===== config.mk =====
export PLATFORM = sky130hd
export DESIGN_NAME = access_decode
export DESIGN_NICKNAME = d
export VERILOG_FILES = /design/src/common/lsu_pkg.sv /design/src/common/cache_pkg.sv /design/src/logic/access_decode.sv
export VERILOG_INCLUDE_DIRS = /design/src /design/src/common
export SDC_FILE = /design/constraint.sdc
export NUM_CORES = 1
export LEC_CHECK = 0
export BUFFER_PORTS_ARGS = -buffer_cell sky130_fd_sc_hd__buf_2
export CAP_MARGIN = 25
export CORE_ASPECT_RATIO = 1.2
export CORE_UTILIZATION = 35
export CTS_CLUSTER_SIZE = 30
export DETAILED_ROUTE_END_ITERATION = 12
export GPL_TIMING_DRIVEN = 0
export PLACE_DENSITY = 0.62
export SLEW_MARGIN = 5
export SYNTH_ARGS = -nofsm -noshare
export SYNTH_HDL_FRONTEND = slang
export SYNTH_SLANG_ARGS = --single-unit

===== constraint.sdc =====
create_clock -name clk -period 1.6 [get_ports clk]
set_input_delay 0.16 -clock clk [delete_from_list [all_inputs] [get_ports clk]]
set_output_delay 0.16 -clock clk [all_outputs]
set_load 0.02 [all_outputs]

===== src/common/mem_stage_settings.svh =====
`ifndef MEM_STAGE_SETTINGS_SVH
`define MEM_STAGE_SETTINGS_SVH

// data cache geometry
`define MEM_WAYS        8
`define MEM_SETS        64
`define MEM_LINE_BYTES  8

// physical window served through the data cache, bounds inclusive
`define MEM_CACHED_LO   32'h8000_0000
`define MEM_CACHED_HI   32'h8fff_ffff

// cycles allowed for one req/ack exchange on the memory port
`define MEM_ACK_TIMEOUT 64

`endif


===== src/common/lsu_pkg.sv =====
package lsu_pkg;

    // load/store kind as handed over by the execute stage
    typedef enum logic [3:0] {
        OP_NOP = 4'd0,
        OP_LB  = 4'd1,
        OP_LH  = 4'd2,
        OP_LW  = 4'd3,
        OP_LD  = 4'd4,
        OP_LBU = 4'd5,
        OP_LHU = 4'd6,
        OP_LWU = 4'd7,
        OP_SB  = 4'd8,
        OP_SH  = 4'd9,
        OP_SW  = 4'd10,
        OP_SD  = 4'd11
    } mem_op_t;

    typedef logic [2:0] mem_size_t; // log2 of bytes moved

    typedef enum logic [1:0] {
        TRAP_NONE      = 2'd0,
        LOAD_MISALIGN  = 2'd1,
        STORE_MISALIGN = 2'd2
    } trap_t;

endpackage


===== src/common/cache_pkg.sv =====
`include "mem_stage_settings.svh"

package cache_pkg;

    localparam int OFFSET_W = $clog2(`MEM_LINE_BYTES);
    localparam int INDEX_W  = $clog2(`MEM_SETS);
    localparam int TAG_W    = 32 - INDEX_W - OFFSET_W;

    typedef logic [31:0]           addr_t;
    typedef logic [63:0]           data_t;
    typedef logic [7:0]            strb_t;
    typedef logic [OFFSET_W-1:0]   offset_t;
    typedef logic [INDEX_W-1:0]    index_t;
    typedef logic [TAG_W-1:0]      tag_t;
    typedef logic [`MEM_WAYS-1:0]  way_vec_t;

    typedef enum logic [2:0] {
        IDLE,
        DECIDE,
        LOOKUP,
        MEM_REQ,
        MEM_RELEASE,
        FILL,
        MERGE,
        RESPOND
    } ctrl_state_t;

endpackage


===== src/logic/access_decode.sv =====
`include "mem_stage_settings.svh"

module access_decode (
    input  logic               clk,
    input  logic               rst,
    input  logic               capture,
    input  lsu_pkg::mem_op_t   in_op,
    input  cache_pkg::addr_t   in_addr,
    input  cache_pkg::data_t   in_wdata,
    output lsu_pkg::mem_op_t   op,
    output logic               is_load,
    output logic               is_store,
    output logic               misalign,
    output logic               cached,
    output cache_pkg::index_t  index,
    output cache_pkg::tag_t    tag,
    output cache_pkg::offset_t offset,
    output cache_pkg::addr_t   mem_addr,
    output lsu_pkg::mem_size_t mem_size,
    output cache_pkg::data_t   st_data,
    output cache_pkg::strb_t   st_strb
);
    import lsu_pkg::*;
    import cache_pkg::*;

    addr_t     addr_q;
    data_t     wdata_q;
    mem_size_t acc_size;
    strb_t     size_mask;

    always_ff @(posedge clk or posedge rst) begin
        if (rst) begin
            op <= OP_NOP;
        end else if (capture) begin
            op <= in_op;
        end
    end

    always_ff @(posedge clk) begin
        if (capture) begin
            addr_q  <= in_addr;
            wdata_q <= in_wdata;
        end
    end

    assign is_load  = op inside {OP_LB, OP_LH, OP_LW, OP_LD, OP_LBU, OP_LHU, OP_LWU};
    assign is_store = op inside {OP_SB, OP_SH, OP_SW, OP_SD};

    always_comb begin
        case (op)
            OP_LH, OP_LHU, OP_SH: acc_size = 3'd1;
            OP_LW, OP_LWU, OP_SW: acc_size = 3'd2;
            OP_LD, OP_SD:         acc_size = 3'd3;
            default:              acc_size = 3'd0; // byte kinds and nop
        endcase
    end

    always_comb begin
        case (acc_size)
            3'd1:    size_mask = 8'h03;
            3'd2:    size_mask = 8'h0f;
            3'd3:    size_mask = 8'hff;
            default: size_mask = 8'h01;
        endcase
    end

    assign offset = addr_q[OFFSET_W-1:0];
    assign index  = addr_q[OFFSET_W +: INDEX_W];
    assign tag    = addr_q[31 -: TAG_W];

    // natural alignment: low offset bits below the access size must be zero
    assign misalign = (is_load || is_store) && |(offset & offset_t'((32'd1 << acc_size) - 1));
    assign cached   = (addr_q >= `MEM_CACHED_LO) && (addr_q <= `MEM_CACHED_HI);

    // cached traffic always moves a whole line
    assign mem_addr = cached ? (addr_q & ~addr_t'(`MEM_LINE_BYTES - 1)) : addr_q;
    assign mem_size = cached ? mem_size_t'(OFFSET_W) : acc_size;

    assign st_data = wdata_q << {offset, 3'b000};
    assign st_strb = is_store ? strb_t'(size_mask << offset) : '0;

endmodule


==> impl.org, run 1 <==
** Critical path
- Kind of end point of the critical path :: output port
- In this run the critical register-to-register path is captured at op[3]$_DFFE_PP0P_.
- Among all stages on the critical path, the largest delay is contributed by edfxtp_1.
- For this run, the slowest stage of the critical path takes 0.49 ns.
- The signal on the critical path passes through buf_12 -> buf_6 -> mux2_4 -> nor2_4 -> a21oi_2 -> mux2_4 -> buf_4.
- STA puts the critical path data required time at 1.44 ns.
- Worst setup slack for register-to-register paths :: 0.68 ns
- Along the worst path, the maximum fanout reaches 4.
- Cell count of the worst reg-to-reg path :: 2
- The most critical setup path has its startpoint at addr_q[0]$_DFFE_PP_.
- Data arrival time of the critical path :: 2.10 ns
- Count of buffer and inverter cells on the critical path :: 3
- Most frequent CP cell :: mux2_4
- In this design, the largest share of critical-path delay is due to multiplexers.
- The critical path is of the register to output port type.
- Source of the worst register-to-register timing path :: op[3]$_DFFE_PP0P_
- The critical path runs through a total of 7 cells.
- The worst setup path is launched from a register.
- Following the worst setup path forward leads to its endpoint at st_data[63].

** Cells and area
- The library cells used most frequently in the layout, excluding fill and tap cells, are 174 x buf_2, 96 x edfxtp_1, 96 x dlygate4sd3_1.
- Fill cells in the final layout number 998.
- The number of antenna diodes in the final layout is 0.
- The multi-input combinational cells in the finished layout cover a total of 3060 um^2.
- From synthesis to final layout, the design area changed by 99.5%.
- Most frequent standard cell in the layout excluding fill and tap cells :: buf_2
- The net count of the finished layout is 948.
- Cells fill 71.6% of the core in the end.
- In the final layout, flip-flops and latches occupy 2990 um^2.
- Ratio of cells with drive above 1 in the final layout :: 70.6%

** Route
- In this run the remaining antenna-violating nets after routing total 0.
- Detailed router's first-iteration violation count :: 285
- In the final routed layout, each cell accounts on average for 21.5 um.
- Using the TritonRoute via totals, the vias-per-cell ratio works out to 5.05.
- For this run, design rule violations remaining after detail routing come to 0.
- Wires add up to 22500 um.
- The detailed router placed 5305 vias in this run.
- The first TritonRoute pass finished after 4 iterations.

** Clock tree
- In this run, CTS created clock tree buffers numbering 9.
- CTS saw 100 sinks.
- TritonCTS clock tree :: built
- The clock passes through at most 2 buffers.
- The H-tree was split into 3 levels.
- CTS placed an instance of clkbuf_16 at the clock tree root.
- Clock transition at path regs :: 0.08 ns
- Clock latency reported for the late side of the worst-skew pair :: 0.35 ns

** Hold path
- Worst hold path type :: primary input to register

** Synthesis
- Ys async rst share :: 4.00%
- Synthesis produced a netlist whose cell count is 425.
- The synthesized netlist contains 41 unique library cells.
- Post-synthesis cell type with the largest combined area :: edfxtp_1
- Post-synthesis register bit count :: 100
- Top cells by area in the synthesized netlist :: edfxtp_1 54%, mux4_2 6.3%, mux2_2 5.6%
- The cell area that synthesis handed to floorplanning was 5390 um^2.
- YS warnings :: 0
- Top cell type's share of synthesized area :: 53.5%
- For this run, the leading register cell type out of synthesis is edfxtp_1.
- Sequential element share of the synthesized area :: 55.4%
- Net Count, Synth :: 532
- In this run, synthesis inferred 96 flip-flops with an integrated enable.
- Avg Synthesized Cell Area :: 12.7 um^2

** Floorplanning
- The die is 138 um tall.
- For this design the top-level I/O count stands at 250.
- Site Rows :: 49
- Horizontal die dimension :: 115 um
- The die covers 15900 um^2.
- The total area inside the core boundary comes to 15000 um^2.
- Effective utilization at floorplan :: 35.9%

** GRT
- The number of global-route vias before repair was 5540.
- Summed over all layers, the global routing overflow is 0.
- Total global-route track usage :: 27.7%
- Number of antenna violations at the first check in global routing :: 0
- Entering global routing, the biggest net connects 63 pins.
- Global-route wire length before repair :: 31400 um

** STA
- Tightest Pin Transition :: 0.548 ns
- The final number of hold-violating endpoints was 0.
- Final worst-path cycle share :: 141%
- Setup repair after global routing could not meet its margin everywhere.
- Timing would allow up to 442 MHz.
- Least setup slack across all paths after layout :: -0.664 ns
- Setup violations remaining at the end of the flow were counted as 80.
- Counting I/O delays and the setup requirement, the final critical path takes 2.26 ns.
- Measured against its own limit, the worst slew margin works out to 63.5%.
- The clock arrives with 0 ns of skew.
- The count of final max-slew check failures was 0.

** Power and ir drop
- The design draws 9.25 mW.
- The clock network is responsible for 23.0% of the overall power.
- VDD sags by at most 0.000622 V.
- In this run switching power makes up 33.7% of total power.
- The internal portion of the total power is 6.13 mW.
- Combinational cell fraction of total power :: 41.1%
- For this design the total switching power over the nets is 3.12 mW.
- Sequential fraction of design power :: 35.9%
- For this design the ratio of total power to cell area is 860 nW/um^2.
- LEAKAGE :: 4.41 nW

** Placement
- Number of port buffers :: 248
- Final weighted congestion of routability-driven global placement :: 0.874
- HPWL after DPL :: 13200 um

** Status
- The run finished, with violations left.
- Failing checks :: setup timing

** Flow run
- Across the run, the number of max-cap violations was 0.
-- cell type report --
class | count | share of cell area, %
Sequential cell | 100 | 27.8
Clock inverter | 7 | 0.547
Timing Repair Buffer | 406 | 31.6
Buffer | 57 | 6.46
Tap cell | 204 | 2.37
Multi-Input combinational cell | 253 | 28.4
Clock buffer | 9 | 2.10
Inverter | 14 | 0.687
-- synth_stat cells (2+ instances only) --
cell type	number
buf_4	36
o21ai_0	5
nand2_1	13
a21oi_1	34
ha_1	4
nand2b_1	2
clkbuf_1	10
nor3_1	8
dfrtp_1	4
a211oi_1	2
buf_2	6
edfxtp_1	96
mux2i_1	25
and2_1	10
a211oi_2	2
o22ai_1	18
o21ai_1	9
nor2_1	51
a2111oi_2	2
and3_1	8
inv_1	13
mux4_2	15
buf_6	5
or2_2	3
mux2_2	27
o211ai_1	2
-- power by group through the flow --
stage	registers (mW)	logic, mW	clock network [mW]
2_1_floorplan	3.37	1.56	0
3_3_place_gp	3.32	2.45	0
3_5_place_dp	3.32	2.48	0
4_1_cts	3.30	3.52	2.15
5_1_grt	3.34	3.96	2.24
6_report	3.32	3.80	2.13
-- what timing repair did --
| action | 4_1_cts | 5_1_grt |
|---|---|---|
| gates cloned | 7 | 2 |
| endpoints found under the hold margin | 99 | 0 |
| endpoints found under the setup margin | 81 | 81 |
| resized for setup | 295 | 95 |
| hold buffers | 96 | 0 |
| buffers inserted | 42 | 13 |
| pin swaps | 39 | 23 |
-- cell families after synthesis --
group | count (synthesis) | synth area share (%)
simple gates | 100 | 8.59
flops | 100 | 55.4
compound gates | 80 | 9.62
buf+inv | 72 | 8.36
mux | 68 | 17.0
fa+ha+maj | 4 | 0.929
other cells | 1 | 0.0696
-- routing by layer --
layer / GRT usage (%) / part of all wire, % / up-vias / wire length, um
li1: - / - / 2405 / -
met1: 32.3 / 39 / 2562 / 8850
met2: 48.0 / 50 / 283 / 11300
met3: 6.82 / 6.4 / 55 / 1440
met4: 13.0 / 4.0 / 0 / 901
met5: 0 / 0 / - / 0
-- flip-flops by register name, summed over array words and instances (netlist names) --
| name | cells |
|---|---|
| wdata_q | 64 |
| op | 4 |
| addr_q | 32 |
-- worst min-delay path by stage --
| stage | endpoint | depth (start not counted) | start |
|---|---|---|---|
| floorplan | op[2]$_DFFE_PP0P_ | 1 | rst |
| global placement | op[2]$_DFFE_PP0P_ | 2 | rst |
| detailed placement | op[2]$_DFFE_PP0P_ | 2 | rst |
| CTS | wdata_q[6]$_DFFE_PP_ | 1 | in_wdata[6] |
| global route | wdata_q[6]$_DFFE_PP_ | 1 | in_wdata[6] |
| finish | wdata_q[6]$_DFFE_PP_ | 1 | in_wdata[6] |
-- metrics by stage --
stage / setup TNS [ns] / hold slack (ns) / area (um^2) / setup WS [ns] / instances
6_report: -40.77 / 0.0163 / 10700 / -0.664 / 1050
5_1_grt: -45.30 / 0.00312 / 10700 / -0.725 / 1050
4_1_cts: -39.54 / 0.00516 / 10300 / -0.634 / 1039
3_5_place_dp: -30.30 / 0.0409 / 7390 / -0.701 / 878
3_3_place_gp: -88.93 / 0.0395 / 7360 / -0.730 / 877
2_1_floorplan: -5.00 / -0.0741 / 5870 / -0.243 / 425
-- worst reg2reg max path: stages, from the launching register on --
cell and delay, ns:
dfrtp_1 0.41, buf_6 0.15, mux2_2 0.26
Power figures use the tool's default switching activity.
==> run 2, diff against run 1 <==
--- a/config.mk
+++ b/config.mk
@@ -8,12 +8,14 @@
 export LEC_CHECK = 0
 export BUFFER_PORTS_ARGS = -buffer_cell sky130_fd_sc_hd__buf_2
 export CAP_MARGIN = 25
+export CELL_PAD_IN_SITES_DETAIL_PLACEMENT = 1
+export CELL_PAD_IN_SITES_GLOBAL_PLACEMENT = 2
 export CORE_ASPECT_RATIO = 1.2
-export CORE_UTILIZATION = 35
+export CORE_UTILIZATION = 26
 export CTS_CLUSTER_SIZE = 30
 export DETAILED_ROUTE_END_ITERATION = 12
 export GPL_TIMING_DRIVEN = 0
-export PLACE_DENSITY = 0.62
+export PLACE_DENSITY = 0.73
 export SLEW_MARGIN = 5
 export SYNTH_ARGS = -nofsm -noshare
 export SYNTH_HDL_FRONTEND = slang
==> run 2 against run 1 <==
The flow still finishes with violations (setup timing). Cell count increased by 6.6%. Worst hold slack gained 0.0043 ns. Routed wire length is 12% higher. Sequential power barely moved. Register-to-register slack about the same. Critical path type unchanged.
==> impl.org, run 2 (synthesized netlist as in run 1, its figures left out) <==
** Cells and area
- After routing the design area is 11100 um^2.
- Synth-to-layout area growth :: 106%
- The net count of the finished layout is 957.
- Largest register FFs :: 64
- wdata_q holds more flip-flops than any other register.
- Most used cells in the layout excluding fill and tap cells :: 170 x buf_2, 96 x edfxtp_1, 96 x dlygate4sd3_1
- Most frequent standard cell in the layout excluding fill and tap cells :: buf_2
- The filler cells instantiated in the layout total 2052.
- The largest registers in the layout are wdata_q (64), addr_q (32), op (4).
- Footprint of the flip-flops and latches :: 2990 um^2
- Ratio of cells with drive above 1 in the final layout :: 71.5%
- Antenna diode count :: 0
- Area occupied by multi-input gates :: 3190 um^2

** STA
- The count of final max-slew check failures was 0.
- Final worst-path cycle share :: 140%
- Final number of setup-violating endpoints :: 81
- The final number of hold-violating endpoints is 0.
- Setup repair after global routing could not meet its margin everywhere.
- Summed over all failing endpoints, the final setup total negative slack is -39.66 ns.
- The clock arrives with 0 ns of skew.
- For the finished layout, the period the worst path requires is 2.24 ns.
- For the pin with the worst max-slew slack, the measured transition is 0.539 ns.
- Across all setup checks in the final design, the least slack found is -0.645 ns.
- Max frequency :: 445 MHz
- Measured against its own limit, the worst slew margin works out to 64.0%.

** Placement
- Input and output buffers added on the ports amount to 248.
- Final weighted congestion of routability-driven global placement :: 0.768
- HPWL after DPL :: 15100 um
- Area post-placement :: 7470 um^2
- Before CTS, the worst setup slack after placement is -0.774 ns.

** Critical path
- Count of buffer and inverter cells on the critical path :: 4
- Cell with the biggest individual delay on the critical path :: edfxtp_1
- STA puts the critical path data arrival time at 2.08 ns.
- Kind of end point of the critical path :: output port
- Family with the most delay on the worst path :: multiplexers
- Data required time at the worst endpoint :: 1.44 ns
- Across all register-to-register paths, the minimum setup slack is 0.68 ns.
- The worst setup path is launched from a register.
- Traced cell by cell, the critical path runs through buf_4 -> clkbuf_16 -> buf_4 -> mux4_2 -> mux2_4 -> buf_6.
- The worst setup path is of the register to output port kind.
- Top fanout value on the critical path :: 4
- Most frequent CP cell :: buf_4
- For this run, the slowest stage of the critical path takes 0.44 ns.

** GRT
- Entering global routing, the biggest net connects 68 pins.
- Via count of the first global-routing pass :: 5882
- Total global-route track usage :: 23.3%
- Number of antenna violations at the first check in global routing :: 0
- Global-route wire length before repair :: 36200 um
- Grt ovf :: 0

** Power and ir drop
- LEAKAGE :: 4.51 nW
- Net switching component of the power :: 3.24 mW
- In this run, the combinational gates consume 42.0% of the power.
- The share of total power dissipated in the clock network is 22.8%.
- Cell internal power was estimated by the tool at 6.21 mW.
- Sequential fraction of design power :: 35.2%
- Switching share of power :: 34.3%
- Worst voltage drop across the vdd grid :: 0.000501 V
- Dividing total power by cell area gives a power density of 853 nW/um^2.
- Design Power :: 9.45 mW

** Floorplanning
- Measured along the x axis, the die boundary spans 133 um.
- Site Rows :: 57
- In this run the count of I/O pins placed on the die edge is 250.
- The die covers 21300 um^2.
- The core region is 20300 um^2.
- Vertical extent of the die :: 160 um
- Effective utilization at floorplan :: 26.6%

** Route
- Number of DRC violations after detailed routing :: 0
- The count of nets left with antenna violations once routing finished came out at 0.
- Drt pass-1 iters :: 4
- After detailed routing, the number of vias per cell comes to 4.75.
- The routed layout has 5315 vias.
- Final Routed Wirelength :: 25300 um
- Routed length per instance :: 22.6 um
- Detailed router's first-iteration violation count :: 209

** Flow run
- Max-capacitance violation count :: 0

** Clock tree
- TritonCTS created 9 clock buffers.
- CTS saw 100 sinks.
- After clock tree synthesis, the clock-pin slew on the worst setup and hold paths is 0.08 ns.
- Clock latency reported for the late side of the worst-skew pair :: 0.35 ns
- The tree is rooted in a clkbuf_16.
- TritonCTS built the clock tree.
- The clock passes through at most 2 buffers.
- # H-tree levels :: 3

** Status
- Failing checks :: setup timing
- Run status :: complete, but fails checks

** Hold path
- Worst hold path type :: primary input to register
-- run 2: layer usage --
metal / GRT usage, % / vias to the layer above / wire [um]
met5: 0 / - / 0
met3: 5.37 / 38 / 1680
met1: 25.9 / 2623 / 9410
li1: - / 2416 / -
met4: 8.88 / 0 / 656
met2: 42.5 / 238 / 13500
-- run 2: metrics by stage --
stage	util (%)	std cells	hold slack (ns)
floorplan	-	425	-0.0741
global placement	36.7	938	0.0376
detailed placement	36.9	939	0.0499
CTS	51.5	1095	0.00119
global route	54.7	1119	0.0105
finish	54.7	1119	0.0207
-- run 2: final cells by class --
type / count / share of cell area (%)
clock inverter: 6 / 0.520
tap: 265 / 2.99
inverter: 14 / 0.667
timing repair buffer: 415 / 31.6
buffer: 57 / 6.36
sequential: 100 / 27.0
clock buffer: 9 / 2.03
multi-input combinational: 253 / 28.8
-- run 2: worst reg2reg max path: cells and delay by family, from the launching register on --
| kind | cells | cell delay (ns) |
|---|---|---|
| flops | 1 | 0.41 |
| mux | 1 | 0.26 |
| buf+inv | 1 | 0.15 |
-- run 2: repair_timing --
| item | in CTS | in global routing |
|---|---|---|
| setup endpoints to repair | 81 | 81 |
| pin swaps | 42 | 40 |
| endpoints found under the hold margin | 97 | 2 |
| setup buffers | 43 | 20 |
| resized for setup | 316 | 99 |
| hold buffers | 94 | 2 |
| cloned | 4 | 5 |
-- run 2: power by group through the flow --
stage               combinational, mW  sequential (mW)  clock (mW)
finish                           3.97             3.33        2.15
detailed placement               2.53             3.33           0
global placement                 2.49             3.33           0
global route                     4.15             3.35        2.30
floorplan                        1.56             3.37           0
CTS                              3.63             3.31        2.19
-- run 2: worst paths after layout --
check / startpoint / end / cells after the start
worst max-delay path: addr_q[0]$_DFFE_PP_ / st_data[58] / 6
worst min-delay path: in_op[1] / op[1]$_DFFE_PP0P_ / 3
worst max register to register: op[3]$_DFFE_PP0P_ / op[3]$_DFFE_PP0P_ / 2
worst min register to register: op[3]$_DFFE_PP0P_ / op[3]$_DFFE_PP0P_ / 2
max in group asynchronous: rst / op[0]$_DFFE_PP0P_ / 3
min in group asynchronous: rst / op[3]$_DFFE_PP0P_ / 3
